===== src/verilog/elem_types_pkg.sv =====
`default_nettype none

package elem_types_pkg;

    // --------------------------------------------------
    // widths
    // --------------------------------------------------
    localparam int LANE_W  = 8;
    localparam int ACC_W   = 32;
    localparam int MULT_W  = 32;
    localparam int SHIFT_W = 8;

    typedef logic signed [LANE_W-1:0]  lane_t;
    typedef logic signed [ACC_W-1:0]   acc_t;
    // Q31 fixed point
    typedef logic signed [MULT_W-1:0]  mult_t;
    // positive means left, negative means right
    typedef logic signed [SHIFT_W-1:0] shift_t;

    typedef enum logic [1:0] {
        OP_ADD = 2'd0,
        OP_SUB = 2'd1,
        OP_MUL = 2'd2
    } elem_op_e;

    // --------------------------------------------------
    // config sets, held constant while beats are in flight
    // --------------------------------------------------
    typedef struct packed {
        acc_t   input1_offset;
        acc_t   input2_offset;
        shift_t left_shift;
        mult_t  input1_multiplier;
        mult_t  input2_multiplier;
        shift_t input1_shift;
        shift_t input2_shift;
    } in_scale_cfg_t;

    typedef struct packed {
        acc_t input1_offset;
        acc_t input2_offset;
    } mul_in_cfg_t;

    typedef struct packed {
        mult_t  output_multiplier;
        shift_t output_shift;
        acc_t   output_offset;
        lane_t  act_min;
        lane_t  act_max;
    } out_cfg_t;

endpackage

`default_nettype wire


===== src/verilog/elem_stream_if.sv =====
`default_nettype none

// credit based lane vector link, rx never refuses a valid item
interface elem_stream_if #(
    parameter int LANES = 8
);
    import elem_types_pkg::*;

    logic     valid;
    elem_op_e op;
    // first operands in [0, LANES), second operands above
    acc_t     lanes [2*LANES];
    // one pulse returns one credit
    logic     credit;

    modport tx (output valid, output op, output lanes, input credit);
    modport rx (input valid, input op, input lanes, output credit);

endinterface

`default_nettype wire


===== src/verilog/result_buffer.sv =====
`default_nettype none

module result_buffer #(
    parameter int LANES     = 8,
    parameter int BUF_DEPTH = 4
) (
    input  logic      clk,
    input  logic      rst,
    elem_stream_if.rx wr,
    elem_stream_if.tx rd
);
    import elem_types_pkg::*;

    localparam int PTR_W = (BUF_DEPTH > 1) ? $clog2(BUF_DEPTH) : 1;
    localparam int OCC_W = $clog2(BUF_DEPTH + 1);
    // one per consumer stage
    localparam int CONS_CREDITS = 2;

    elem_op_e         mem_op [BUF_DEPTH];
    acc_t             mem_lanes [BUF_DEPTH][2*LANES];
    logic [PTR_W-1:0] wr_ptr;
    logic [PTR_W-1:0] rd_ptr;
    logic [OCC_W-1:0] occ;
    logic [1:0]       cons_cred;
    logic             pop;

    function automatic logic [PTR_W-1:0] next_ptr(logic [PTR_W-1:0] p);
        return (p == PTR_W'(BUF_DEPTH - 1)) ? '0 : p + 1'b1;
    endfunction

    // a credit returning this cycle may be spent at once, keeps one beat per cycle
    assign pop      = (occ != '0) && ((cons_cred != '0) || rd.credit);
    assign rd.valid = pop;
    assign rd.op    = mem_op[rd_ptr];
    assign rd.lanes = mem_lanes[rd_ptr];
    assign wr.credit = pop;

    // --------------------------------------------------
    // storage
    // --------------------------------------------------
    always_ff @(posedge clk) begin
        if (wr.valid) begin
            mem_op[wr_ptr]    <= wr.op;
            mem_lanes[wr_ptr] <= wr.lanes;
        end
    end

    // pointers, occupancy and downstream credits
    always_ff @(posedge clk) begin
        if (!rst) begin
            wr_ptr    <= '0;
            rd_ptr    <= '0;
            occ       <= '0;
            cons_cred <= 2'(CONS_CREDITS);
        end else begin
            if (wr.valid) begin
                wr_ptr <= next_ptr(wr_ptr);
            end
            if (pop) begin
                rd_ptr <= next_ptr(rd_ptr);
            end
            occ       <= occ + OCC_W'(wr.valid) - OCC_W'(pop);
            cons_cred <= cons_cred - 2'(pop) + 2'(rd.credit);
        end
    end

endmodule

`default_nettype wire


===== src/flat_wrapper.sv =====
// flat-port wrapper written by rule: the top's interface ports become plain ports
module result_buffer_flat import elem_types_pkg::*;
#(
    parameter int LANES     = 8,
    parameter int BUF_DEPTH = 4
)
  (clk, rst, wr_valid, wr_op, wr_lanes, wr_credit, rd_valid, rd_op, rd_lanes, rd_credit);
  elem_stream_if #(.LANES(LANES)) wr_i ();
  elem_stream_if #(.LANES(LANES)) rd_i ();
  input  logic clk;
  input  logic rst;
  input wire logic [$bits(wr_i.valid)-1:0] wr_valid;
  input wire logic [$bits(wr_i.op)-1:0] wr_op;
  input wire logic [$bits(wr_i.lanes)-1:0] wr_lanes;
  output wire logic [$bits(wr_i.credit)-1:0] wr_credit;
  output wire logic [$bits(rd_i.valid)-1:0] rd_valid;
  output wire logic [$bits(rd_i.op)-1:0] rd_op;
  output wire logic [$bits(rd_i.lanes)-1:0] rd_lanes;
  input wire logic [$bits(rd_i.credit)-1:0] rd_credit;
  assign wr_i.valid = wr_valid;
  assign wr_i.op = wr_op;
  assign wr_i.lanes = {>>{wr_lanes}};
  assign wr_credit = wr_i.credit;
  assign rd_valid = rd_i.valid;
  assign rd_op = rd_i.op;
  assign rd_lanes = {>>{rd_i.lanes}};
  assign rd_i.credit = rd_credit;
  result_buffer #(.LANES(LANES), .BUF_DEPTH(BUF_DEPTH)) u_core (.clk(clk), .rst(rst), .wr(wr_i), .rd(rd_i));
endmodule

===== config.mk =====
export PLATFORM = sky130hd
export DESIGN_NAME = result_buffer_flat
export DESIGN_NICKNAME = d
export VERILOG_FILES = /design/src/verilog/elem_types_pkg.sv /design/src/verilog/elem_stream_if.sv /design/src/verilog/result_buffer.sv /design/src/flat_wrapper.sv
export SDC_FILE = /design/constraint.sdc
export NUM_CORES = 1
export LEC_CHECK = 0
export BUFFER_PORTS_ARGS = -buffer_cell sky130_fd_sc_hd__buf_2
export CORE_MARGIN = 3
export CORE_UTILIZATION = 30
export CTS_BUF_LIST = sky130_fd_sc_hd__clkbuf_8
export DETAILED_ROUTE_END_ITERATION = 6
export PLACE_DENSITY = 0.5
export SLEW_MARGIN = 20
export SYNTH_ARGS = -nofsm -noshare
export SYNTH_HDL_FRONTEND = slang
export SYNTH_SLANG_ARGS = --single-unit

===== constraint.sdc =====
create_clock -name clk -period 12.83 [get_ports clk]
set_clock_uncertainty 0.1 [all_clocks]
set_input_delay 0 -clock clk [delete_from_list [all_inputs] [get_ports clk]]
set_output_delay 0 -clock clk [all_outputs]
set_load 0.05 [all_outputs]

==> key figures <==
Outcome
  • Status: complete, no violations

Flow run
  • Max-cap violations: 0

Floorplanning
  • Core area: 0.247 mm²
  • Die width: 505 µm
  • Num ports: 1034
  • Initial Utilization: 30.3%
  • Die area: 0.255 mm²
  • Die span in y: 505 µm
  • Cell row count: 182

Timing
  • Hold_ws: 0.204 ns
  • Max Slew Vio Count: 0
  • FMAX: 195 MHz
  • Final hold vios: 0
  • RSZ-0062 raised after global routing: no
  • Actual slew at the worst max-slew pin: 1.19 ns
  • Final period utilization: 39.9%
  • Final setup viols: 0
  • Worst slew margin relative to its limit: 20.7%
  • Min Tclk post-route: 5.12 ns

Power and ir drop
  • Pleak: 0.0343 µW
  • Internal power: 12800 µW
  • Clock share of power: 25.7%
  • Switching Power: 8080 µW
  • VDD IR max: 175 µV
  • Seq pwr share: 37.8%
  • Cell Pwr Density: 208 mW/mm²
  • Sw Ratio: 38.7%
  • Logic gate share of total power: 36.5%

Layout
  • Most frequent cells in the layout: edfxtp_1, dlygate4sd3_1, buf_2
  • Final instance area: 0.101 mm²
  • # fillers: 22413
  • Layout cell share with drive strength beyond 1: 37.4%
  • Nets: 5637
  • Area Growth Syn to Fin: 34.5%
  • Commonest non-fill, non-tap cell in the layout: edfxtp_1

Place
  • Routability cong.: 0.752
  • Detail Placement HPWL: 121000 µm
  • Port Buffers: 1033
  • Area after DPL: 0.0837 mm²

Route
  • Via density: 4.46
  • Post-route DRC: 0
  • Final WL: 197000 µm
  • Wire per inst: 22.5 µm
  • Drt pass-1 iters: 5
  • DRT antenna net count: 0
  • DR vias: 38946
  • Iter 0 DRT Violations: 2924

GRT
  • Initial antenna violation count: 47
  • Largest net degree at the start of global routing: 138
  • Vias in the first global route: 41809
  • First-pass GRT wire length: 288000 µm
  • All-layer global routing usage: 15.1%
  • Total gr overflow: 0

Min path
  • Min-Delay Path Class: in -> reg

Setup path
  • Max incr delay on CP: 0.80 ns
  • Reg2Reg Launch Point: u_core.wr_ptr[0]$_SDFFE_PN0P_
  • R2R Setup Slk: 8.48 ns
  • Startpoint Class: flip-flop
  • R2R depth: 7
  • CP arrival: 5.02 ns
  • Crit-path cells: buf_12 -> buf_4 -> buf_12 -> mux4_2 -> buf_2
  • CP max stage cell: buf_4
  • Most numerous cell on the critical path: buf_12
  • Max Fanout on Critical Path: 87
  • Critical path class: reg -> out
  • Crit end category: output pin
  • Worst Path Required: 12.73 ns
  • Critical path endpoint: rd_lanes[277]
  • R2R Path End: u_core.mem_lanes[2][205]$_DFFE_PP_

Synth
  • Syn_area_per_cell: 27.2 µm²
  • Post-synth EDFFs: 2056
  • Primary FF master, synth: edfxtp_1
  • Net Count, Synth: 3274
  • Synth Instances: 2748
  • Sequential share of the synthesized area: 82.8%
  • Yosys reg bits: 2067
  • Synthesized area: 0.0748 mm²
  • Synth unique cells: 29
  • Async SR Flop Fraction: 0%
  • Yosys warns: 0

Clocking
  • CTS H-Tree Depth: 5
  • Root Driver: clkbuf_8
  • # resized after CTS: 0
  • CTS Buf Count: 367
  • CTS tree: done
  • Deepest clock path buffer count: 4
  • Sink Count: 2067
  • Clock Latency Late Sink: 0.97 ns
  • Reg clk slew, reported paths: 0.06 ns
==> critical path, delay by kind of cell (launching register included) <==
family | cells | cell delay [ns]
muxes | 1 | 0.68
buffers and inverters | 4 | 2.09
DFF | 1 | 0.74
==> power by group through the flow <==
stage	combinational, µW	clock, µW	sequential, µW
after floorplan	5660	0	8030
after global placement	7480	0	8030
after detailed placement	7480	0	8040
after CTS	7770	5580	7900
after global routing	7960	5890	7920
final	7620	5360	7900
==> through the flow <==
stage	instances	utilization, %	setup WS (ns)	power [µW]	TNS (ns)
detailed placement	7016	33.9	8.54	15500	0
finish	8741	40.7	7.71	20900	0
global placement	7016	33.9	8.52	15500	0
floorplan	2748	-	-0.299	13700	-153.86
CTS	8693	40.7	7.37	21300	0
global route	8726	40.7	7.13	21800	0
==> synth_stat cells, types with 3 or more instances <==
cell type / number / area share, %
nand2_1: 3 / 0.015
ha_1: 7 / 0.12
nor3_1: 3 / 0.020
buf_6: 52 / 0.78
and2_1: 7 / 0.059
buf_2: 53 / 0.35
inv_1: 4 / 0.020
mux4_2: 514 / 15
dfxtp_1: 11 / 0.29
edfxtp_1: 2056 / 83
o21ai_0: 4 / 0.027
a21oi_1: 4 / 0.027
nor2_1: 6 / 0.030
clkbuf_1: 6 / 0.030
buf_1: 3 / 0.015
==> state kept, by name (all words and copies together) (netlist names), named ones only <==
signal	count
u_core.wr_ptr	2
u_core.mem_lanes	2048
u_core.cons_cred	2
u_core.mem_op	8
u_core.occ	3
u_core.rd_ptr	2
==> worst min path at each step <==
stage / startpoint / endpoint / slack [ns] / cells after the start
3_5_place_dp: wr_lanes[398] / u_core.mem_lanes[1][398]$_DFFE_PP_ / 0.12 / 1
3_3_place_gp: wr_lanes[30] / u_core.mem_lanes[0][30]$_DFFE_PP_ / 0.11 / 1
6_report: wr_lanes[7] / u_core.mem_lanes[1][7]$_DFFE_PP_ / 0.20 / 3
4_1_cts: wr_lanes[398] / u_core.mem_lanes[3][398]$_DFFE_PP_ / 0.009 / 3
5_1_grt: wr_lanes[23] / u_core.mem_lanes[2][23]$_DFFE_PP_ / 0.07 / 3
2_1_floorplan: wr_lanes[0] / u_core.mem_lanes[0][0]$_DFFE_PP_ / -0.001 / 0
==> cell type report <==
cell class / instances / area [µm²] / share of cell area [%]
antenna: 47 / 118 / 0.117
clock buffer: 369 / 5080 / 5.05
clock inverter: 271 / 1250 / 1.24
inverter: 4 / 15.0 / 0.0149
multi-input combinational: 562 / 11900 / 11.9
sequential: 2067 / 62000 / 61.6
tap: 3312 / 4140 / 4.12
timing repair buffer: 2109 / 16100 / 16.0
==> cell families (layout without fill, tap and decap cells) <==
kind of cell,count (synthesis),count (layout),share of synthesized area (%)
buf+inv,119,2753,1.21
flops,2067,2067,82.8
simple gates,26,26,0.199
fa+ha+maj,8,8,0.144
xor+xnor,1,1,0.0117
mux,517,517,15.5
other cells,0,47,0
compound gates,10,10,0.0736
==> repair_timing <==
| item | CTS | global route |
|---|---|---|
| setup buffers | 0 | 0 |
| endpoints found under the hold margin | 2250 | 0 |
| hold buffers | 1037 | 0 |
==> metal layers <==
| layer | wire (µm) | part of all wire [%] | up-vias | global-route usage, % |
|---|---|---|---|---|
| met5 | 48 | 0.024 | - | 0 |
| met4 | 9540 | 4.8 | 8 | 7.16 |
| met3 | 14900 | 7.6 | 453 | 4.96 |
| met2 | 95700 | 49 | 1318 | 24.6 |
| met1 | 76800 | 39 | 20246 | 18.2 |
| li1 | - | - | 16921 | - |
Power figures use the tool's default switching activity.
